===== config.mk =====
export PLATFORM = sky130hd
export DESIGN_NAME = fabric_top
export DESIGN_NICKNAME = d
export VERILOG_FILES = /design/src/verilog/fabric_pkg.sv /design/src/verilog/ocp_pkg.sv /design/src/verilog/fabric2_mswitch.sv /design/src/verilog/fabric_port_decode.sv /design/src/verilog/fabric_sarbiter.sv /design/src/verilog/fabric_top.sv
export VERILOG_INCLUDE_DIRS = /design/src /design/src/verilog
export SDC_FILE = /design/constraint.sdc
export NUM_CORES = 1
export LEC_CHECK = 0
export ABC_AREA = 0
export BUFFER_PORTS_ARGS = -buffer_cell sky130_fd_sc_hd__buf_2
export CAP_MARGIN = 10
export CELL_PAD_IN_SITES_DETAIL_PLACEMENT = 2
export CELL_PAD_IN_SITES_GLOBAL_PLACEMENT = 2
export CORE_AREA = 3 3 287 289
export CTS_BUF_LIST = sky130_fd_sc_hd__clkbuf_8
export CTS_CLUSTER_SIZE = 16
export DETAILED_ROUTE_END_ITERATION = 8
export DIE_AREA = 0 0 290 292
export HOLD_SLACK_MARGIN = 0.06
export PLACE_DENSITY = 0.58
export SLEW_MARGIN = 20
export SYNTH_ARGS = -nofsm -noshare
export SYNTH_HDL_FRONTEND = slang
export SYNTH_SLANG_ARGS = --single-unit

===== constraint.sdc =====
create_clock -name i_clk -period 1.7 [get_ports i_clk]
set_clock_uncertainty 0.1 [all_clocks]
set_input_delay 0.085 -clock i_clk [delete_from_list [all_inputs] [get_ports i_clk]]
set_output_delay 0.085 -clock i_clk [all_outputs]
set_load 0.05 [all_outputs]

===== src/verilog/fabric_params.svh =====
`ifndef FABRIC_PARAMS_SVH
`define FABRIC_PARAMS_SVH

// OCP link widths.
`define ADDR_WIDTH 32
`define DATA_WIDTH 32
`define BEN_WIDTH 4

// a window is picked by the top address nibble.
`define PORT_MASK 32'hF000_0000
`define PORT1_BASE 32'h1000_0000
`define PORT2_BASE 32'h2000_0000
`define PORT3_BASE 32'h3000_0000
`define PORT4_BASE 32'h4000_0000

`endif


===== src/verilog/fabric_pkg.sv =====
`default_nettype none

package fabric_pkg;

	// per-slave arbiter states.
	typedef enum logic [1:0] {
		ARB_IDLE   = 2'd0,
		ARB_WAIT_I = 2'd1,
		ARB_WAIT_D = 2'd2
	} arb_state_e;

	// owner of a slave port.
	typedef enum logic {
		MST_I = 1'b0,
		MST_D = 1'b1
	} master_e;

endpackage

`default_nettype wire


===== src/verilog/ocp_pkg.sv =====
`default_nettype none

package ocp_pkg;

	// master command codes.
	typedef enum logic [2:0] {
		IDLE = 3'd0,
		WR   = 3'd1,
		RD   = 3'd2
	} ocp_cmd_e;

	// slave response codes, 2'd2 is unused.
	typedef enum logic [1:0] {
		NULL = 2'd0,
		DVA  = 2'd1,
		ERR  = 2'd3
	} ocp_resp_e;

endpackage

`default_nettype wire

===== src/verilog/fabric2_mswitch.sv =====
`include "fabric_params.svh"

`default_nettype none

module fabric2_mswitch #(
	parameter PORTNO_WIDTH = 3
)
(
	input wire [PORTNO_WIDTH-1:0] i_portno,
	// master side.
	input wire [`ADDR_WIDTH-1:0] i_ID_MAddr,
	input wire ocp_pkg::ocp_cmd_e i_ID_MCmd,
	input wire [`DATA_WIDTH-1:0] i_ID_MData,
	input wire [`BEN_WIDTH-1:0] i_ID_MByteEn,
	output logic o_ID_SCmdAccept,
	output logic [`DATA_WIDTH-1:0] o_ID_SData,
	output ocp_pkg::ocp_resp_e o_ID_SResp,
	// link 0, the default slave.
	output logic [`ADDR_WIDTH-1:0] o_P0_MAddr,
	output ocp_pkg::ocp_cmd_e o_P0_MCmd,
	output logic [`DATA_WIDTH-1:0] o_P0_MData,
	output logic [`BEN_WIDTH-1:0] o_P0_MByteEn,
	input wire i_P0_SCmdAccept,
	input wire [`DATA_WIDTH-1:0] i_P0_SData,
	input wire ocp_pkg::ocp_resp_e i_P0_SResp,
	// link 1.
	output logic [`ADDR_WIDTH-1:0] o_P1_MAddr,
	output ocp_pkg::ocp_cmd_e o_P1_MCmd,
	output logic [`DATA_WIDTH-1:0] o_P1_MData,
	output logic [`BEN_WIDTH-1:0] o_P1_MByteEn,
	input wire i_P1_SCmdAccept,
	input wire [`DATA_WIDTH-1:0] i_P1_SData,
	input wire ocp_pkg::ocp_resp_e i_P1_SResp,
	// link 2.
	output logic [`ADDR_WIDTH-1:0] o_P2_MAddr,
	output ocp_pkg::ocp_cmd_e o_P2_MCmd,
	output logic [`DATA_WIDTH-1:0] o_P2_MData,
	output logic [`BEN_WIDTH-1:0] o_P2_MByteEn,
	input wire i_P2_SCmdAccept,
	input wire [`DATA_WIDTH-1:0] i_P2_SData,
	input wire ocp_pkg::ocp_resp_e i_P2_SResp,
	// link 3.
	output logic [`ADDR_WIDTH-1:0] o_P3_MAddr,
	output ocp_pkg::ocp_cmd_e o_P3_MCmd,
	output logic [`DATA_WIDTH-1:0] o_P3_MData,
	output logic [`BEN_WIDTH-1:0] o_P3_MByteEn,
	input wire i_P3_SCmdAccept,
	input wire [`DATA_WIDTH-1:0] i_P3_SData,
	input wire ocp_pkg::ocp_resp_e i_P3_SResp,
	// link 4.
	output logic [`ADDR_WIDTH-1:0] o_P4_MAddr,
	output ocp_pkg::ocp_cmd_e o_P4_MCmd,
	output logic [`DATA_WIDTH-1:0] o_P4_MData,
	output logic [`BEN_WIDTH-1:0] o_P4_MByteEn,
	input wire i_P4_SCmdAccept,
	input wire [`DATA_WIDTH-1:0] i_P4_SData,
	input wire ocp_pkg::ocp_resp_e i_P4_SResp
);

	logic [4:0] sel;

	// one-hot link select, port numbers above 4 go to link 0.
	assign sel[1] = (i_portno == PORTNO_WIDTH'(1));
	assign sel[2] = (i_portno == PORTNO_WIDTH'(2));
	assign sel[3] = (i_portno == PORTNO_WIDTH'(3));
	assign sel[4] = (i_portno == PORTNO_WIDTH'(4));
	assign sel[0] = ~|sel[4:1];

	// unselected links stay idle with every field at zero.
	assign o_P0_MAddr = sel[0] ? i_ID_MAddr : '0;
	assign o_P0_MCmd = sel[0] ? i_ID_MCmd : ocp_pkg::IDLE;
	assign o_P0_MData = sel[0] ? i_ID_MData : '0;
	assign o_P0_MByteEn = sel[0] ? i_ID_MByteEn : '0;
	assign o_P1_MAddr = sel[1] ? i_ID_MAddr : '0;
	assign o_P1_MCmd = sel[1] ? i_ID_MCmd : ocp_pkg::IDLE;
	assign o_P1_MData = sel[1] ? i_ID_MData : '0;
	assign o_P1_MByteEn = sel[1] ? i_ID_MByteEn : '0;
	assign o_P2_MAddr = sel[2] ? i_ID_MAddr : '0;
	assign o_P2_MCmd = sel[2] ? i_ID_MCmd : ocp_pkg::IDLE;
	assign o_P2_MData = sel[2] ? i_ID_MData : '0;
	assign o_P2_MByteEn = sel[2] ? i_ID_MByteEn : '0;
	assign o_P3_MAddr = sel[3] ? i_ID_MAddr : '0;
	assign o_P3_MCmd = sel[3] ? i_ID_MCmd : ocp_pkg::IDLE;
	assign o_P3_MData = sel[3] ? i_ID_MData : '0;
	assign o_P3_MByteEn = sel[3] ? i_ID_MByteEn : '0;
	assign o_P4_MAddr = sel[4] ? i_ID_MAddr : '0;
	assign o_P4_MCmd = sel[4] ? i_ID_MCmd : ocp_pkg::IDLE;
	assign o_P4_MData = sel[4] ? i_ID_MData : '0;
	assign o_P4_MByteEn = sel[4] ? i_ID_MByteEn : '0;

	// accept and response come back from the selected link only.
	always_comb begin
		case (i_portno)
		PORTNO_WIDTH'(1): begin
			o_ID_SCmdAccept = i_P1_SCmdAccept;
			o_ID_SData = i_P1_SData;
			o_ID_SResp = i_P1_SResp;
		end
		PORTNO_WIDTH'(2): begin
			o_ID_SCmdAccept = i_P2_SCmdAccept;
			o_ID_SData = i_P2_SData;
			o_ID_SResp = i_P2_SResp;
		end
		PORTNO_WIDTH'(3): begin
			o_ID_SCmdAccept = i_P3_SCmdAccept;
			o_ID_SData = i_P3_SData;
			o_ID_SResp = i_P3_SResp;
		end
		PORTNO_WIDTH'(4): begin
			o_ID_SCmdAccept = i_P4_SCmdAccept;
			o_ID_SData = i_P4_SData;
			o_ID_SResp = i_P4_SResp;
		end
		default: begin
			o_ID_SCmdAccept = i_P0_SCmdAccept;
			o_ID_SData = i_P0_SData;
			o_ID_SResp = i_P0_SResp;
		end
		endcase
	end

	// a response never overtakes the accept of a pending command.
	always_comb begin
		assert final (!((i_ID_MCmd != ocp_pkg::IDLE) && !o_ID_SCmdAccept &&
			(o_ID_SResp != ocp_pkg::NULL)))
		else $error("mswitch: response seen while command still waits for accept");
	end

endmodule

`default_nettype wire


===== src/verilog/fabric_port_decode.sv =====
`include "fabric_params.svh"

`default_nettype none

module fabric_port_decode #(
	parameter PORTNO_WIDTH = 3
)
(
	input wire [`ADDR_WIDTH-1:0] i_addr,
	output logic [PORTNO_WIDTH-1:0] o_portno
);

	logic [`ADDR_WIDTH-1:0] window;

	// only the window bits take part in the compare.
	assign window = i_addr & `PORT_MASK;

	always_comb begin
		if (window == `PORT1_BASE) begin
			o_portno = PORTNO_WIDTH'(1);
		end else if (window == `PORT2_BASE) begin
			o_portno = PORTNO_WIDTH'(2);
		end else if (window == `PORT3_BASE) begin
			o_portno = PORTNO_WIDTH'(3);
		end else if (window == `PORT4_BASE) begin
			o_portno = PORTNO_WIDTH'(4);
		end else begin
			// unmapped addresses fall to the default slave.
			o_portno = PORTNO_WIDTH'(0);
		end
	end

endmodule

`default_nettype wire


===== src/verilog/fabric_sarbiter.sv =====
`include "fabric_params.svh"

`default_nettype none

module fabric_sarbiter (
	input wire i_clk,
	input wire i_rst,
	// I-side master.
	input wire [`ADDR_WIDTH-1:0] i_i_MAddr,
	input wire ocp_pkg::ocp_cmd_e i_i_MCmd,
	input wire [`DATA_WIDTH-1:0] i_i_MData,
	input wire [`BEN_WIDTH-1:0] i_i_MByteEn,
	output logic o_i_SCmdAccept,
	output logic [`DATA_WIDTH-1:0] o_i_SData,
	output ocp_pkg::ocp_resp_e o_i_SResp,
	// D-side master.
	input wire [`ADDR_WIDTH-1:0] i_d_MAddr,
	input wire ocp_pkg::ocp_cmd_e i_d_MCmd,
	input wire [`DATA_WIDTH-1:0] i_d_MData,
	input wire [`BEN_WIDTH-1:0] i_d_MByteEn,
	output logic o_d_SCmdAccept,
	output logic [`DATA_WIDTH-1:0] o_d_SData,
	output ocp_pkg::ocp_resp_e o_d_SResp,
	// slave port.
	output logic [`ADDR_WIDTH-1:0] o_s_MAddr,
	output ocp_pkg::ocp_cmd_e o_s_MCmd,
	output logic [`DATA_WIDTH-1:0] o_s_MData,
	output logic [`BEN_WIDTH-1:0] o_s_MByteEn,
	input wire i_s_SCmdAccept,
	input wire [`DATA_WIDTH-1:0] i_s_SData,
	input wire ocp_pkg::ocp_resp_e i_s_SResp
);

	fabric_pkg::arb_state_e state_q;
	fabric_pkg::master_e last_q;
	fabric_pkg::master_e grant;
	logic req_i;
	logic req_d;
	logic fwd_i;
	logic fwd_d;

	assign req_i = (i_i_MCmd != ocp_pkg::IDLE);
	assign req_d = (i_d_MCmd != ocp_pkg::IDLE);

	// on a tie the master that lost last time wins.
	assign grant = (req_d && (!req_i || (last_q == fabric_pkg::MST_I))) ?
		fabric_pkg::MST_D : fabric_pkg::MST_I;

	// commands pass only while no response is outstanding.
	assign fwd_i = (state_q == fabric_pkg::ARB_IDLE) && req_i && (grant == fabric_pkg::MST_I);
	assign fwd_d = (state_q == fabric_pkg::ARB_IDLE) && req_d && (grant == fabric_pkg::MST_D);

	assign o_s_MAddr = fwd_i ? i_i_MAddr : fwd_d ? i_d_MAddr : '0;
	assign o_s_MCmd = fwd_i ? i_i_MCmd : fwd_d ? i_d_MCmd : ocp_pkg::IDLE;
	assign o_s_MData = fwd_i ? i_i_MData : fwd_d ? i_d_MData : '0;
	assign o_s_MByteEn = fwd_i ? i_i_MByteEn : fwd_d ? i_d_MByteEn : '0;

	// the loser sees no accept and keeps holding its command.
	assign o_i_SCmdAccept = fwd_i & i_s_SCmdAccept;
	assign o_d_SCmdAccept = fwd_d & i_s_SCmdAccept;

	// response goes back to the owner only.
	assign o_i_SData = (state_q == fabric_pkg::ARB_WAIT_I) ? i_s_SData : '0;
	assign o_i_SResp = (state_q == fabric_pkg::ARB_WAIT_I) ? i_s_SResp : ocp_pkg::NULL;
	assign o_d_SData = (state_q == fabric_pkg::ARB_WAIT_D) ? i_s_SData : '0;
	assign o_d_SResp = (state_q == fabric_pkg::ARB_WAIT_D) ? i_s_SResp : ocp_pkg::NULL;

	always_ff @(posedge i_clk) begin
		if (i_rst) begin
			state_q <= fabric_pkg::ARB_IDLE;
			// marks D as last winner so I goes first.
			last_q <= fabric_pkg::MST_D;
		end else begin
			case (state_q)
			fabric_pkg::ARB_IDLE: begin
				if (i_s_SCmdAccept && (fwd_i || fwd_d)) begin
					state_q <= fwd_i ? fabric_pkg::ARB_WAIT_I : fabric_pkg::ARB_WAIT_D;
					last_q <= grant;
				end
			end
			default: begin
				if (i_s_SResp != ocp_pkg::NULL) begin
					state_q <= fabric_pkg::ARB_IDLE;
				end
			end
			endcase
		end
	end

	// slave may only respond to a command it has accepted.
	assert property (@(posedge i_clk) disable iff (i_rst)
		(state_q == fabric_pkg::ARB_IDLE) |-> (i_s_SResp == ocp_pkg::NULL))
	else $error("sarbiter: response with no command outstanding");

	// an accepted master owns the slave on the next cycle.
	assert property (@(posedge i_clk) disable iff (i_rst)
		o_i_SCmdAccept |=> (state_q == fabric_pkg::ARB_WAIT_I))
	else $error("sarbiter: accepted I command did not take the slave");

	assert property (@(posedge i_clk) disable iff (i_rst)
		o_d_SCmdAccept |=> (state_q == fabric_pkg::ARB_WAIT_D))
	else $error("sarbiter: accepted D command did not take the slave");

endmodule

`default_nettype wire


===== src/verilog/fabric_top.sv =====
`include "fabric_params.svh"

`default_nettype none

module fabric_top (
	input wire i_clk,
	input wire i_rst,
	// instruction fetch master.
	input wire [`ADDR_WIDTH-1:0] i_i_MAddr,
	input wire ocp_pkg::ocp_cmd_e i_i_MCmd,
	input wire [`DATA_WIDTH-1:0] i_i_MData,
	input wire [`BEN_WIDTH-1:0] i_i_MByteEn,
	output logic o_i_SCmdAccept,
	output logic [`DATA_WIDTH-1:0] o_i_SData,
	output ocp_pkg::ocp_resp_e o_i_SResp,
	// data master.
	input wire [`ADDR_WIDTH-1:0] i_d_MAddr,
	input wire ocp_pkg::ocp_cmd_e i_d_MCmd,
	input wire [`DATA_WIDTH-1:0] i_d_MData,
	input wire [`BEN_WIDTH-1:0] i_d_MByteEn,
	output logic o_d_SCmdAccept,
	output logic [`DATA_WIDTH-1:0] o_d_SData,
	output ocp_pkg::ocp_resp_e o_d_SResp,
	// slave 0, the default slave.
	output logic [`ADDR_WIDTH-1:0] o_s0_MAddr,
	output ocp_pkg::ocp_cmd_e o_s0_MCmd,
	output logic [`DATA_WIDTH-1:0] o_s0_MData,
	output logic [`BEN_WIDTH-1:0] o_s0_MByteEn,
	input wire i_s0_SCmdAccept,
	input wire [`DATA_WIDTH-1:0] i_s0_SData,
	input wire ocp_pkg::ocp_resp_e i_s0_SResp,
	// slave 1.
	output logic [`ADDR_WIDTH-1:0] o_s1_MAddr,
	output ocp_pkg::ocp_cmd_e o_s1_MCmd,
	output logic [`DATA_WIDTH-1:0] o_s1_MData,
	output logic [`BEN_WIDTH-1:0] o_s1_MByteEn,
	input wire i_s1_SCmdAccept,
	input wire [`DATA_WIDTH-1:0] i_s1_SData,
	input wire ocp_pkg::ocp_resp_e i_s1_SResp,
	// slave 2.
	output logic [`ADDR_WIDTH-1:0] o_s2_MAddr,
	output ocp_pkg::ocp_cmd_e o_s2_MCmd,
	output logic [`DATA_WIDTH-1:0] o_s2_MData,
	output logic [`BEN_WIDTH-1:0] o_s2_MByteEn,
	input wire i_s2_SCmdAccept,
	input wire [`DATA_WIDTH-1:0] i_s2_SData,
	input wire ocp_pkg::ocp_resp_e i_s2_SResp,
	// slave 3.
	output logic [`ADDR_WIDTH-1:0] o_s3_MAddr,
	output ocp_pkg::ocp_cmd_e o_s3_MCmd,
	output logic [`DATA_WIDTH-1:0] o_s3_MData,
	output logic [`BEN_WIDTH-1:0] o_s3_MByteEn,
	input wire i_s3_SCmdAccept,
	input wire [`DATA_WIDTH-1:0] i_s3_SData,
	input wire ocp_pkg::ocp_resp_e i_s3_SResp,
	// slave 4.
	output logic [`ADDR_WIDTH-1:0] o_s4_MAddr,
	output ocp_pkg::ocp_cmd_e o_s4_MCmd,
	output logic [`DATA_WIDTH-1:0] o_s4_MData,
	output logic [`BEN_WIDTH-1:0] o_s4_MByteEn,
	input wire i_s4_SCmdAccept,
	input wire [`DATA_WIDTH-1:0] i_s4_SData,
	input wire ocp_pkg::ocp_resp_e i_s4_SResp
);

	localparam PORTNO_W = 3;

	logic [PORTNO_W-1:0] i_portno;
	logic [PORTNO_W-1:0] d_portno;

	// links from the I switch to the arbiters.
	logic [`ADDR_WIDTH-1:0] il_maddr [5];
	ocp_pkg::ocp_cmd_e il_mcmd [5];
	logic [`DATA_WIDTH-1:0] il_mdata [5];
	logic [`BEN_WIDTH-1:0] il_mben [5];
	logic il_acc [5];
	logic [`DATA_WIDTH-1:0] il_sdata [5];
	ocp_pkg::ocp_resp_e il_sresp [5];

	// links from the D switch to the arbiters.
	logic [`ADDR_WIDTH-1:0] dl_maddr [5];
	ocp_pkg::ocp_cmd_e dl_mcmd [5];
	logic [`DATA_WIDTH-1:0] dl_mdata [5];
	logic [`BEN_WIDTH-1:0] dl_mben [5];
	logic dl_acc [5];
	logic [`DATA_WIDTH-1:0] dl_sdata [5];
	ocp_pkg::ocp_resp_e dl_sresp [5];

	fabric_port_decode #(.PORTNO_WIDTH(PORTNO_W)) idec_i (
		.i_addr(i_i_MAddr), .o_portno(i_portno)
	);

	fabric_port_decode #(.PORTNO_WIDTH(PORTNO_W)) ddec_i (
		.i_addr(i_d_MAddr), .o_portno(d_portno)
	);

	fabric2_mswitch #(.PORTNO_WIDTH(PORTNO_W)) isw_i (
		.i_portno(i_portno),
		.i_ID_MAddr(i_i_MAddr), .i_ID_MCmd(i_i_MCmd), .i_ID_MData(i_i_MData),
		.i_ID_MByteEn(i_i_MByteEn), .o_ID_SCmdAccept(o_i_SCmdAccept),
		.o_ID_SData(o_i_SData), .o_ID_SResp(o_i_SResp),
		.o_P0_MAddr(il_maddr[0]), .o_P0_MCmd(il_mcmd[0]), .o_P0_MData(il_mdata[0]),
		.o_P0_MByteEn(il_mben[0]), .i_P0_SCmdAccept(il_acc[0]),
		.i_P0_SData(il_sdata[0]), .i_P0_SResp(il_sresp[0]),
		.o_P1_MAddr(il_maddr[1]), .o_P1_MCmd(il_mcmd[1]), .o_P1_MData(il_mdata[1]),
		.o_P1_MByteEn(il_mben[1]), .i_P1_SCmdAccept(il_acc[1]),
		.i_P1_SData(il_sdata[1]), .i_P1_SResp(il_sresp[1]),
		.o_P2_MAddr(il_maddr[2]), .o_P2_MCmd(il_mcmd[2]), .o_P2_MData(il_mdata[2]),
		.o_P2_MByteEn(il_mben[2]), .i_P2_SCmdAccept(il_acc[2]),
		.i_P2_SData(il_sdata[2]), .i_P2_SResp(il_sresp[2]),
		.o_P3_MAddr(il_maddr[3]), .o_P3_MCmd(il_mcmd[3]), .o_P3_MData(il_mdata[3]),
		.o_P3_MByteEn(il_mben[3]), .i_P3_SCmdAccept(il_acc[3]),
		.i_P3_SData(il_sdata[3]), .i_P3_SResp(il_sresp[3]),
		.o_P4_MAddr(il_maddr[4]), .o_P4_MCmd(il_mcmd[4]), .o_P4_MData(il_mdata[4]),
		.o_P4_MByteEn(il_mben[4]), .i_P4_SCmdAccept(il_acc[4]),
		.i_P4_SData(il_sdata[4]), .i_P4_SResp(il_sresp[4])
	);

	fabric2_mswitch #(.PORTNO_WIDTH(PORTNO_W)) dsw_i (
		.i_portno(d_portno),
		.i_ID_MAddr(i_d_MAddr), .i_ID_MCmd(i_d_MCmd), .i_ID_MData(i_d_MData),
		.i_ID_MByteEn(i_d_MByteEn), .o_ID_SCmdAccept(o_d_SCmdAccept),
		.o_ID_SData(o_d_SData), .o_ID_SResp(o_d_SResp),
		.o_P0_MAddr(dl_maddr[0]), .o_P0_MCmd(dl_mcmd[0]), .o_P0_MData(dl_mdata[0]),
		.o_P0_MByteEn(dl_mben[0]), .i_P0_SCmdAccept(dl_acc[0]),
		.i_P0_SData(dl_sdata[0]), .i_P0_SResp(dl_sresp[0]),
		.o_P1_MAddr(dl_maddr[1]), .o_P1_MCmd(dl_mcmd[1]), .o_P1_MData(dl_mdata[1]),
		.o_P1_MByteEn(dl_mben[1]), .i_P1_SCmdAccept(dl_acc[1]),
		.i_P1_SData(dl_sdata[1]), .i_P1_SResp(dl_sresp[1]),
		.o_P2_MAddr(dl_maddr[2]), .o_P2_MCmd(dl_mcmd[2]), .o_P2_MData(dl_mdata[2]),
		.o_P2_MByteEn(dl_mben[2]), .i_P2_SCmdAccept(dl_acc[2]),
		.i_P2_SData(dl_sdata[2]), .i_P2_SResp(dl_sresp[2]),
		.o_P3_MAddr(dl_maddr[3]), .o_P3_MCmd(dl_mcmd[3]), .o_P3_MData(dl_mdata[3]),
		.o_P3_MByteEn(dl_mben[3]), .i_P3_SCmdAccept(dl_acc[3]),
		.i_P3_SData(dl_sdata[3]), .i_P3_SResp(dl_sresp[3]),
		.o_P4_MAddr(dl_maddr[4]), .o_P4_MCmd(dl_mcmd[4]), .o_P4_MData(dl_mdata[4]),
		.o_P4_MByteEn(dl_mben[4]), .i_P4_SCmdAccept(dl_acc[4]),
		.i_P4_SData(dl_sdata[4]), .i_P4_SResp(dl_sresp[4])
	);

	fabric_sarbiter arb0_i (
		.i_clk(i_clk), .i_rst(i_rst),
		.i_i_MAddr(il_maddr[0]), .i_i_MCmd(il_mcmd[0]), .i_i_MData(il_mdata[0]),
		.i_i_MByteEn(il_mben[0]), .o_i_SCmdAccept(il_acc[0]),
		.o_i_SData(il_sdata[0]), .o_i_SResp(il_sresp[0]),
		.i_d_MAddr(dl_maddr[0]), .i_d_MCmd(dl_mcmd[0]), .i_d_MData(dl_mdata[0]),
		.i_d_MByteEn(dl_mben[0]), .o_d_SCmdAccept(dl_acc[0]),
		.o_d_SData(dl_sdata[0]), .o_d_SResp(dl_sresp[0]),
		.o_s_MAddr(o_s0_MAddr), .o_s_MCmd(o_s0_MCmd), .o_s_MData(o_s0_MData),
		.o_s_MByteEn(o_s0_MByteEn), .i_s_SCmdAccept(i_s0_SCmdAccept),
		.i_s_SData(i_s0_SData), .i_s_SResp(i_s0_SResp)
	);

	fabric_sarbiter arb1_i (
		.i_clk(i_clk), .i_rst(i_rst),
		.i_i_MAddr(il_maddr[1]), .i_i_MCmd(il_mcmd[1]), .i_i_MData(il_mdata[1]),
		.i_i_MByteEn(il_mben[1]), .o_i_SCmdAccept(il_acc[1]),
		.o_i_SData(il_sdata[1]), .o_i_SResp(il_sresp[1]),
		.i_d_MAddr(dl_maddr[1]), .i_d_MCmd(dl_mcmd[1]), .i_d_MData(dl_mdata[1]),
		.i_d_MByteEn(dl_mben[1]), .o_d_SCmdAccept(dl_acc[1]),
		.o_d_SData(dl_sdata[1]), .o_d_SResp(dl_sresp[1]),
		.o_s_MAddr(o_s1_MAddr), .o_s_MCmd(o_s1_MCmd), .o_s_MData(o_s1_MData),
		.o_s_MByteEn(o_s1_MByteEn), .i_s_SCmdAccept(i_s1_SCmdAccept),
		.i_s_SData(i_s1_SData), .i_s_SResp(i_s1_SResp)
	);

	fabric_sarbiter arb2_i (
		.i_clk(i_clk), .i_rst(i_rst),
		.i_i_MAddr(il_maddr[2]), .i_i_MCmd(il_mcmd[2]), .i_i_MData(il_mdata[2]),
		.i_i_MByteEn(il_mben[2]), .o_i_SCmdAccept(il_acc[2]),
		.o_i_SData(il_sdata[2]), .o_i_SResp(il_sresp[2]),
		.i_d_MAddr(dl_maddr[2]), .i_d_MCmd(dl_mcmd[2]), .i_d_MData(dl_mdata[2]),
		.i_d_MByteEn(dl_mben[2]), .o_d_SCmdAccept(dl_acc[2]),
		.o_d_SData(dl_sdata[2]), .o_d_SResp(dl_sresp[2]),
		.o_s_MAddr(o_s2_MAddr), .o_s_MCmd(o_s2_MCmd), .o_s_MData(o_s2_MData),
		.o_s_MByteEn(o_s2_MByteEn), .i_s_SCmdAccept(i_s2_SCmdAccept),
		.i_s_SData(i_s2_SData), .i_s_SResp(i_s2_SResp)
	);

	fabric_sarbiter arb3_i (
		.i_clk(i_clk), .i_rst(i_rst),
		.i_i_MAddr(il_maddr[3]), .i_i_MCmd(il_mcmd[3]), .i_i_MData(il_mdata[3]),
		.i_i_MByteEn(il_mben[3]), .o_i_SCmdAccept(il_acc[3]),
		.o_i_SData(il_sdata[3]), .o_i_SResp(il_sresp[3]),
		.i_d_MAddr(dl_maddr[3]), .i_d_MCmd(dl_mcmd[3]), .i_d_MData(dl_mdata[3]),
		.i_d_MByteEn(dl_mben[3]), .o_d_SCmdAccept(dl_acc[3]),
		.o_d_SData(dl_sdata[3]), .o_d_SResp(dl_sresp[3]),
		.o_s_MAddr(o_s3_MAddr), .o_s_MCmd(o_s3_MCmd), .o_s_MData(o_s3_MData),
		.o_s_MByteEn(o_s3_MByteEn), .i_s_SCmdAccept(i_s3_SCmdAccept),
		.i_s_SData(i_s3_SData), .i_s_SResp(i_s3_SResp)
	);

	fabric_sarbiter arb4_i (
		.i_clk(i_clk), .i_rst(i_rst),
		.i_i_MAddr(il_maddr[4]), .i_i_MCmd(il_mcmd[4]), .i_i_MData(il_mdata[4]),
		.i_i_MByteEn(il_mben[4]), .o_i_SCmdAccept(il_acc[4]),
		.o_i_SData(il_sdata[4]), .o_i_SResp(il_sresp[4]),
		.i_d_MAddr(dl_maddr[4]), .i_d_MCmd(dl_mcmd[4]), .i_d_MData(dl_mdata[4]),
		.i_d_MByteEn(dl_mben[4]), .o_d_SCmdAccept(dl_acc[4]),
		.o_d_SData(dl_sdata[4]), .o_d_SResp(dl_sresp[4]),
		.o_s_MAddr(o_s4_MAddr), .o_s_MCmd(o_s4_MCmd), .o_s_MData(o_s4_MData),
		.o_s_MByteEn(o_s4_MByteEn), .i_s_SCmdAccept(i_s4_SCmdAccept),
		.i_s_SData(i_s4_SData), .i_s_SResp(i_s4_SResp)
	);

endmodule

`default_nettype wire


Yosys cells after proc, flatten, opt, wreduce, memory -nomap -nowiden
Cells that the tools add are included.
{ "classes": {"n_eq_ne": 31, "n_mux": 139, "n_bitwise": 20, "reduce_logical": 82} }
{ "ops": {"columns": ["cell", "count"], "rows": [
  ["$mux 32", 50],
  ["$pmux 32 s4", 2],
  ["$mux 3", 28],
  ["$mux 4", 20],
  ["$mux 2", 30],
  ["$logic_and 1x1->1", 30],
  ["$reduce_bool 3->1", 10],
  ["$reduce_and 2->1", 10],
  ["$reduce_bool 2->1", 10],
  ["$eq 4x2->1 const B", 4],
  ["$pmux 2 s4", 2],
  ["$eq 3x2->1 const B", 4],
  ["$and 1x1->1", 10],
  ["$eq 2x1->1 const B", 5],
  ["$eq 2x2->1 const B", 5],
  ["$logic_not 2->1", 5],
  ["$logic_or 1x1->1", 10],
  ["$ne 2x2->1 const B", 5],
  ["$not 1->1", 10],
  ["$eq 4x1->1 const B", 2],
  ["$eq 4x3->1 const B", 2],
  ["$pmux 1 s4", 2],
  ["$reduce_or 4->1", 2],
  ["$eq 3x1->1 const B", 2],
  ["3 further kinds", 12]
]} }
{ "word_totals": {"regBits": 15, "elab_cells": 282} }

Logic depth before layout (Yosys ltp)
Gate-level depths: netlist of run 1.
{ "depth": {"ltp_word": 19, "mapped_depth": 8, "depth_no_buf": 4} }

Hierarchy
Synthesis of run 1 repeated with hierarchy kept, for this count alone.
{ "unflattened": {"cells_unflattened": 3020, "area_unflattened_um2": 17983.5} }
{ "modules_own_cells": {"columns": ["module", "instances", "cells_each", "area_each_um2", "seq_area_each_um2"], "rows": [
  ["fabric_sarbiter", 5, 340, 1853.0, 60.1],
  ["fabric2_mswitch", 2, 657, 4329.2, 0.0],
  ["fabric_port_decode", 2, 3, 30.0, 0.0]
]} }

Worst setup path after synthesis of run 1
OpenSTA, ideal clock, no wires.
{ "synth_timing": {"path_kind": "input-to-output", "startpoint": "in i_d_MAddr[31]", "endpoint": "out o_s1_MAddr[18]", "arrival_ps": 2002, "slack_ps": -487, "stages": 6, "n_path_buf": 2, "cell_sequence": "or4b_1 > nor4_1 > a21boi_2 > buf_2 > buf_2 > a22o_1"} }
{ "synth_between": {"elab_chain_len": 13, "elab_cells_between_ends": 20, "cone_classes": "5 x eq/ne; 9 x mux; 1 x bitwise; 5 x reduce/logical"} }
{ "synth_lines": {"columns": ["element", "line", "source"], "rows": [
  ["start, declared", "fabric_top.sv:17", "input wire [`ADDR_WIDTH-1:0] i_d_MAddr,"],
  ["$eq 4x3->1 (no line)", null, null],
  ["$mux 3", "fabric_port_decode.sv:25", "end else if (window == `PORT4_BASE) begin"],
  ["$mux 3", "fabric_port_decode.sv:23", "end else if (window == `PORT3_BASE) begin"],
  ["$mux 3", "fabric_port_decode.sv:21", "end else if (window == `PORT2_BASE) begin"],
  ["$mux 3 *", "fabric_port_decode.sv:19", "if (window == `PORT1_BASE) begin"],
  ["$eq 3x1->1 *", "fabric2_mswitch.sv:63", "assign sel[1] = (i_portno == PORTNO_WIDTH'(1));"],
  ["$mux 3", "fabric2_mswitch.sv:75", "assign o_P1_MCmd = sel[1] ? i_ID_MCmd : ocp_pkg::IDLE;"],
  ["$reduce_bool 3->1", "fabric_sarbiter.sv:43", "assign req_d = (i_d_MCmd != ocp_pkg::IDLE);"],
  ["$logic_and 1x1->1", "fabric_sarbiter.sv:46", "assign grant = (req_d && (!req_i || (last_q == fabric_pkg::MST_I))) ?"],
  ["$mux 1", "fabric_sarbiter.sv:46", null],
  ["$logic_and 1x1->1 / $not 1->1 (equally long branches)", "fabric_sarbiter.sv:51, fabric_sarbiter.sv:50", null],
  ["$mux 32 / $logic_and 1x1->1 (equally long branches)", "fabric_sarbiter.sv:53, fabric_sarbiter.sv:50", null],
  ["$mux 32 *", "fabric_sarbiter.sv:53", "assign o_s_MAddr = fwd_i ? i_i_MAddr : fwd_d ? i_d_MAddr : '0;"],
  ["end, declared", "fabric_top.sv:33", "output logic [`ADDR_WIDTH-1:0] o_s1_MAddr,"]
]} }
Every way passes the cells marked *; elsewhere a longest branch is shown, timed or not.

Worst setup path in the final report of run 1
{ "layout_timing": {"startpoint": "in i_d_MAddr[29]", "endpoint": "out o_s4_MData[28]"} }
{ "layout_between": {"elab_chain_len": 13, "elab_cells_between_ends": 20, "cone_classes": "5 x eq/ne; 9 x mux; 1 x bitwise; 5 x reduce/logical"} }
{ "layout_lines": {"columns": ["element", "line", "source"], "rows": [
  ["$eq 4x3->1 (no line)", null, null],
  ["$mux 3", "fabric_port_decode.sv:25", null],
  ["$mux 3", "fabric_port_decode.sv:23", null],
  ["$mux 3", "fabric_port_decode.sv:21", null],
  ["$mux 3 *", "fabric_port_decode.sv:19", null],
  ["$eq 3x3->1 *", "fabric2_mswitch.sv:66", "assign sel[4] = (i_portno == PORTNO_WIDTH'(4));"],
  ["$mux 3", "fabric2_mswitch.sv:87", "assign o_P4_MCmd = sel[4] ? i_ID_MCmd : ocp_pkg::IDLE;"],
  ["$reduce_bool 3->1", "fabric_sarbiter.sv:43", null],
  ["$logic_and 1x1->1", "fabric_sarbiter.sv:46", null],
  ["$mux 1", "fabric_sarbiter.sv:46", null],
  ["$logic_and 1x1->1 / $not 1->1 (equally long branches)", "fabric_sarbiter.sv:51, fabric_sarbiter.sv:50", null],
  ["$mux 32 / $logic_and 1x1->1 (equally long branches)", "fabric_sarbiter.sv:55, fabric_sarbiter.sv:50", null],
  ["$mux 32 *", "fabric_sarbiter.sv:55", "assign o_s_MData = fwd_i ? i_i_MData : fwd_d ? i_d_MData : '0;"],
  ["end, declared", "fabric_top.sv:59", "output logic [`DATA_WIDTH-1:0] o_s4_MData,"]
]} }
Marks and branches as above.

==> results of run 1 <==
state kept, by name, indices dropped and copies added (netlist names):
signal and flops:
arb0_i.state_q 2, arb4_i.last_q 1, arb3_i.last_q 1, arb4_i.state_q 2, arb1_i.last_q 1, arb3_i.state_q 2, arb0_i.last_q 1, arb1_i.state_q 2
arb2_i.last_q 1, arb2_i.state_q 2
what timing repair did:
| item | in CTS | in global routing |
|---|---|---|
| cloned | 16 | 24 |
| setup buffers | 35 | 31 |
| endpoints found under the hold margin | 2 | 0 |
| pin swaps | 76 | 37 |
| hold buffers | 2 | 0 |
| gates resized for setup | 611 | 491 |
| setup endpoints to repair | 419 | 420 |
final cells by class:
class                      count  share of cell area
clock buffer                   3            0.001930
sequential                    15             0.01450
clock inverter                 1           0.0001754
timing repair buffer        1019              0.5242
antenna                        3           0.0003509
inverter                       6            0.001053
multi-input combinational    661              0.3958
tap                         1060             0.06199
metal layers:
metal	up-vias	routed length [um]	track usage
met4	2	4322	0.05250
met2	712	44610	0.3175
met3	166	4253	0.02776
li1	5342	-	-
met5	-	13	0
met1	6401	29730	0.1783
power breakdown:
| group | total, mW | internal, mW | switching [mW] |
|---|---|---|---|
| logic | 7.83 | 3.36 | 4.47 |
| clock network | 0.320 | 0.161 | 0.159 |
| registers | 0.371 | 0.361 | 0.0101 |
worst max-delay path: stages:
cell and delay (ps):
buf_8 110, buf_6 110, or4b_4 580, o311a_4 390, and2_4 230, buf_12 200
a22o_2 290, buf_6 150
synthesized netlist by cell type (2+ instances only):
library cell  instances
a22oi_1              73
a21oi_1               8
dfxtp_1              15
o311a_1               2
and3b_1               3
o311ai_0              2
buf_4                16
nor2b_1               2
nor2_1               16
nand2_1              77
nand4bb_1             2
buf_2                35
a32o_1                2
a22o_1              337
or4b_1                3
inv_1                 6
buf_6                 3
or2_1                 2
a211o_1               3
or2_2                 7
nor4b_1               2
clkbuf_1             66
a221o_1               4
and2_1                6
nor3_1                3
nand4_1               2
a222oi_1             68
nor3b_1               6
path summary, 6_finish.rpt:
path	start	to	slack [ps]	cells after the start
setup / recovery	i_d_MAddr[29]	o_s4_MData[28]	-680	8
hold / removal	i_s1_SCmdAccept	arb1_i.state_q[1]	70	3
setup reg to reg	arb0_i.state_q[0]	arb0_i.last_q	-90	5
hold reg to reg	arb2_i.state_q[1]	arb2_i.state_q[1]	520	3
kinds of logic after synthesis:
family | Yosys count | synth area share
other | 1 | 0.0006158
AO/OA/AOI/OAI | 511 | 0.7368
buffers and inverters | 126 | 0.09842
AND/OR/NAND/NOR | 139 | 0.1149
flip-flops | 15 | 0.04931
==> flow_metrics.env, run 1 <==
export IMPL_num_rows=104
export IMPL_timing_slew_headroom=0.6644
export IMPL_cts_tree="yes"
export IMPL_clockBufferDepth=2
export IMPL_synthCells=792
export IMPL_arrival_ps=2190
export IMPL_fin_crit_ps=2377
export IMPL_cts_root_buf="clkbuf_8"
export IMPL_synth_edff_count=0
export IMPL_fin_util=0.2669
export IMPL_hold_viol=0
export IMPL_status="finished, violations left"
export IMPL_grt_ovfl_total=0
export IMPL_grt_pass1_vias=14000
export IMPL_grt_max_degree=35
export IMPL_clock_sinks=15
export IMPL_fmax_mhz=420.8
export IMPL_place_hpwl_mm=55.33
export IMPL_drt_wirelength_per_cell_um=29.96
export IMPL_drt_wl_total_mm=82.93
export IMPL_clkTransAtPathRegs_ps=80
export IMPL_synthFlopType="dfxtp_1"
export IMPL_first_pass_iters=7
export IMPL_yosysSeqAreaShare=0.04931
export IMPL_fillCellCount=8760
export IMPL_synth_top_cell_area_share=0.4847
export IMPL_dpl_instance_area_um2=16230
export IMPL_start_util=0.07597
export IMPL_worstSetupPathType="in -> out"
export IMPL_coreArea_um2=80160
export IMPL_async_flop_share=0
export IMPL_avgViaCountPerCell=4.560
export IMPL_die_x_um=290
export IMPL_port_buffers=732
export IMPL_die_h_um=292
export IMPL_cts_htree_levels=1
export IMPL_tightest_slew_ps=503.4
export IMPL_seqCellArea_um2=310.3
export IMPL_clock_latency_ps=270
export IMPL_total_leakage_power_nw=10.16
export IMPL_antenna_found_initial=5
export IMPL_final_max_slew_viol_count=0
export IMPL_layout_commonest_cell="buf_2"
export IMPL_syn_area_um2=6090
export IMPL_drv_cap=0
export IMPL_final_area_um2=21390
export IMPL_cp_required_ps=1510
export IMPL_drive_gt1_frac=0.8657
export IMPL_holdWs_ps=74.66
export IMPL_io_pins=744
export IMPL_crit_fanout=24
export IMPL_grt_setup_unrepaired="yes"
export IMPL_setup_slack_ps=-676.5
export IMPL_vias=12620
export IMPL_yosys_top_cells_area="a22o_1 48%, a222oi_1 11%, a22oi_1 9.0%"
export IMPL_dr_first_iter_drc_count=682
export IMPL_finalNetCount=2025
export IMPL_endpoint_kind="output pin"
export IMPL_place_inst=2655
export IMPL_cts_inserted_buffers=3
export IMPL_setup_viol=417
export IMPL_area_delta_synth_final_pct=251.3
export IMPL_tns_ps=-227200
export IMPL_fin_crit_sh=1.398
export IMPL_grt_pass1_wl_mm=104.7
export IMPL_dieArea_um2=84680
export IMPL_multiInputGateArea_um2=8467
export IMPL_finalPower_mw=8.524
export IMPL_violations="setup timing"
export IMPL_avgSynthCellArea_um2=7.689
export IMPL_postRouteAntennaNets=0
export IMPL_synth_cell_types=49
export IMPL_synth_seq_cells=15
export IMPL_p_per_area_nw_per_um2=398.4
export IMPL_grt_usage=0.1635
export IMPL_instances_no_fill=2768
export IMPL_hold_class="in -> reg"
export IMPL_place_congestion=0.9308
export IMPL_final_cell_mix="335 x buf_2, 310 x a22o_4, 190 x buf_8, 168 x buf_6, 151 x buf_4"
export IMPL_crit_path_start_kind="primary input"
export IMPL_place_ws_ps=-1097
export IMPL_yosysWarnings=0
export IMPL_drc_errors=0
export IMPL_ir_drop_mv=0.2358
export IMPL_synth_top_area_cell="a22o_1"
Power figures use the tool's default switching activity.
==> run 2: changes to the inputs <==
- CORE_AREA: 3 3 287 289 -> default
- CORE_ASPECT_RATIO: default -> 0.9
- CORE_MARGIN: default -> 3
- CORE_UTILIZATION: default -> 22
- CTS_BUF_LIST: sky130_fd_sc_hd__clkbuf_8 -> sky130_fd_sc_hd__clkbuf_4 sky130_fd_sc_hd__clkbuf_8
- DIE_AREA: 0 0 290 292 -> default
- PLACE_DENSITY: 0.58 -> 0.88
- SYNTH_HIERARCHICAL: default -> 1
==> run 2 against run 1 <==
Effect of this change:
- the run still ends with setup timing left
- via count rose to 2.5 times the previous value
- fmax down 28%
- non-clock buffer count up 225
- cell count up 82%
- area after synthesis rose to 3.0 times the previous value
- critical path type unchanged
- die area up 0.63%
- routed wire length rose to 2.5 times the previous value
- combinational power up 60%
- critical endpoint is now o_s2_MData[5]
- clock power up 15%
- power up 55%
- largest power group unchanged
- sequential power up 6.7%
==> flow_metrics.env, run 2 <==
export IMPL_synth_top_area_cell="and2_1"
export IMPL_crit_path_start_kind="primary input"
export IMPL_final_max_slew_viol_count=0
export IMPL_grt_pass1_vias=31420
export IMPL_fin_crit_sh=1.934
export IMPL_grt_usage=0.3401
export IMPL_min_delay_start="i_s0_SCmdAccept"
export IMPL_synth_cell_types=36
export IMPL_yosysWarnings=6
export IMPL_internal_power_mw=5.186
export IMPL_final_area_um2=37330
export IMPL_die_x_um=307.4
export IMPL_yosysSeqAreaShare=0.01670
export IMPL_swShare=0.6087
export IMPL_grt_ovfl_total=0
export IMPL_avgSynthCellArea_um2=5.955
export IMPL_io_pins=744
export IMPL_coreArea_um2=80190
export IMPL_cp_required_ps=1510
export IMPL_crit_fanout=22
export IMPL_drt_wirelength_per_cell_um=41.29
export IMPL_arrival_ps=3100
export IMPL_dpl_instance_area_um2=31050
export IMPL_fmax_mhz=304.2
export IMPL_status="finished, violations left"
export IMPL_clkTransAtPathRegs_ps=100
export IMPL_violations="setup timing"
export IMPL_yosys_top_cells_area="and2_1 27%, nand2_1 15%, o22ai_1 12%"
export IMPL_synth_most_common_cell="and2_1"
export IMPL_cts_tree="yes"
export IMPL_cts_root_buf="clkbuf_8"
export IMPL_synth_seq_cells=15
export IMPL_synth_top_cell_area_share=0.2672
export IMPL_area_delta_synth_final_pct=107.6
export IMPL_r2r_slack_ps=-230
export IMPL_dieArea_um2=85220
export IMPL_antenna_found_initial=61
export IMPL_hold_class="in -> reg"
export IMPL_synthFlopType="dfxtp_1"
export IMPL_timing_slew_headroom=0.4133
export IMPL_clockBufferDepth=2
export IMPL_grt_max_degree=84
export IMPL_synthCells=3020
export IMPL_port_buffers=743
export IMPL_tightest_slew_ps=873.3
export IMPL_synth_edff_count=0
export IMPL_p_clk_frac=0.028
export IMPL_async_flop_share=0
export IMPL_pwr_share_comb=0.942
export IMPL_die_h_um=277.2
export IMPL_p_sw_mw=8.066
export IMPL_drc_errors=0
export IMPL_setup_viol=440
export IMPL_place_congestion=0.9097
export IMPL_num_rows=98
export IMPL_finalNetCount=4242
export IMPL_place_hpwl_mm=116.4
export IMPL_cts_htree_levels=1
export IMPL_startpoint="i_i_MAddr[30]"
export IMPL_syn_nets=3339
export IMPL_setup_slack_ps=-1588
export IMPL_first_pass_iters=7
export IMPL_synth_common_cells="768 x and2_1, 705 x nand2_1, 340 x o22ai_1"
export IMPL_clock_sinks=15
export IMPL_worstSetupPathType="in -> out"
export IMPL_start_util=0.2243
export IMPL_instances_no_fill=5033
export IMPL_final_cell_mix="748 x and2_1, 704 x nand2_1, 337 x o22ai_4, 330 x buf_2, 295 x buf_6"
export IMPL_clock_latency_ps=290
export IMPL_power_frac_seq=0.030
export IMPL_drive_gt1_frac=0.4587
export IMPL_postRouteAntennaNets=0
export IMPL_ir_drop_mv=0.2918
export IMPL_hold_viol=0
export IMPL_grt_setup_unrepaired="yes"
export IMPL_vias=32130
export IMPL_holdWs_ps=94.03
export IMPL_finalPower_mw=13.25
export IMPL_endpoint_kind="output pin"
export IMPL_grt_pass1_wl_mm=220.3
export IMPL_place_inst=4782
export IMPL_drv_cap=0
export IMPL_r2r_start="arb4_i/last_q"
export IMPL_total_leakage_power_nw=13.86
export IMPL_avgViaCountPerCell=6.383
export IMPL_syn_area_um2=17980
export IMPL_dr_first_iter_drc_count=3253
export IMPL_fin_crit_ps=3288
export IMPL_layout_commonest_cell="and2_1"
export IMPL_p_per_area_nw_per_um2=355.0
export IMPL_cts_inserted_buffers=3
export IMPL_drt_wl_total_mm=207.8
==> run 2: cell types whose count changed after synthesis, sizes merged, moves of 68 or more <==
cell / before / now
nand2b: 0 / 75
buf: 54 / 209
nand2: 77 / 705
clkbuf: 66 / 137
a22oi: 73 / 0
o22ai: 0 / 340
nor2b: 2 / 154
and3: 0 / 142
a22o: 337 / 0
nand3b: 0 / 140
o22a: 0 / 70
a222oi: 68 / 0
and2: 6 / 768
==> run 2: kinds of logic (layout without fill, tap and decap cells) <==
family | after synthesis | count (layout) | synth area share
simple gates | 2052 | 2052 | 0.6285
compound gates | 607 | 607 | 0.2409
buf+inv | 346 | 1248 | 0.1139
flops | 15 | 15 | 0.01670
other cells | 0 | 61 | 0
==> run 2: routing by layer <==
layer | vias up | wire (um) | global-route usage | share of wire
met5 | - | 66 | 0 | 0.00032
met4 | 10 | 24510 | 0.2484 | 0.12
met3 | 1292 | 19990 | 0.05926 | 0.096
met2 | 2601 | 92550 | 0.5838 | 0.45
met1 | 16050 | 70680 | 0.3770 | 0.34
li1 | 12170 | - | - | -
==> run 2: worst paths after layout <==
check                 endpoint  depth (start not counted)
min reg2reg  arb4_i/state_q[0]                          2
min              arb0_i/last_q                          3
max reg2reg  arb4_i/state_q[1]                          8
max              o_s2_MData[5]                         12
==> run 2: cell type report <==
class                           count  area [um2]
Fill cell                        8545       42860
Multi-Input combinational cell   2659       21210
Timing Repair Buffer             1244       14300
Tap cell                         1050        1314
Sequential cell                    15       309.0
Antenna cell                       61       152.6
Clock buffer                        3       41.29
Clock inverter                      1       7.507
==> run 2: critical path: stages <==
cell and delay, ps:
buf_12 120, buf_8 130, nor3b_4 270, buf_6 200, nor3b_4 390, buf_4 210
buf_12 180, buf_8 210, and2_1 190, nand2_1 350, o22ai_4 470, buf_6 230
==> run 2: timing repair <==
action | 4_1_cts | 5_1_grt
resized for setup | 143 | 1144
setup buffers | 23 | 112
setup endpoints to repair | 440 | 440
endpoints found under the hold margin | 5 | 0
gates cloned | 3 | 56
hold buffers | 6 | 0
pin swaps | 17 | 114
==> run 2: per-stage QoR <==
step | setup TNS (ps) | worst slack [ps] | util
floorplan | -206550 | -913.5 | -
global placement | -349630 | -963.5 | 0.3871
detailed placement | -402120 | -1163 | 0.3871
CTS | -352810 | -976.1 | 0.3973
global route | -452130 | -1493 | 0.4651
finish | -437620 | -1588 | 0.4656
==> run 2: power groups by stage <==
stage | sequential (mW) | combinational, mW | clock [mW]
final | 0.396 | 12.5 | 0.369
after global routing | 0.396 | 12.6 | 0.377
after CTS | 0.391 | 9.96 | 0.361
after detailed placement | 0.399 | 9.73 | 0
after global placement | 0.397 | 9.28 | 0
after floorplan | 0.395 | 6.35 | 0
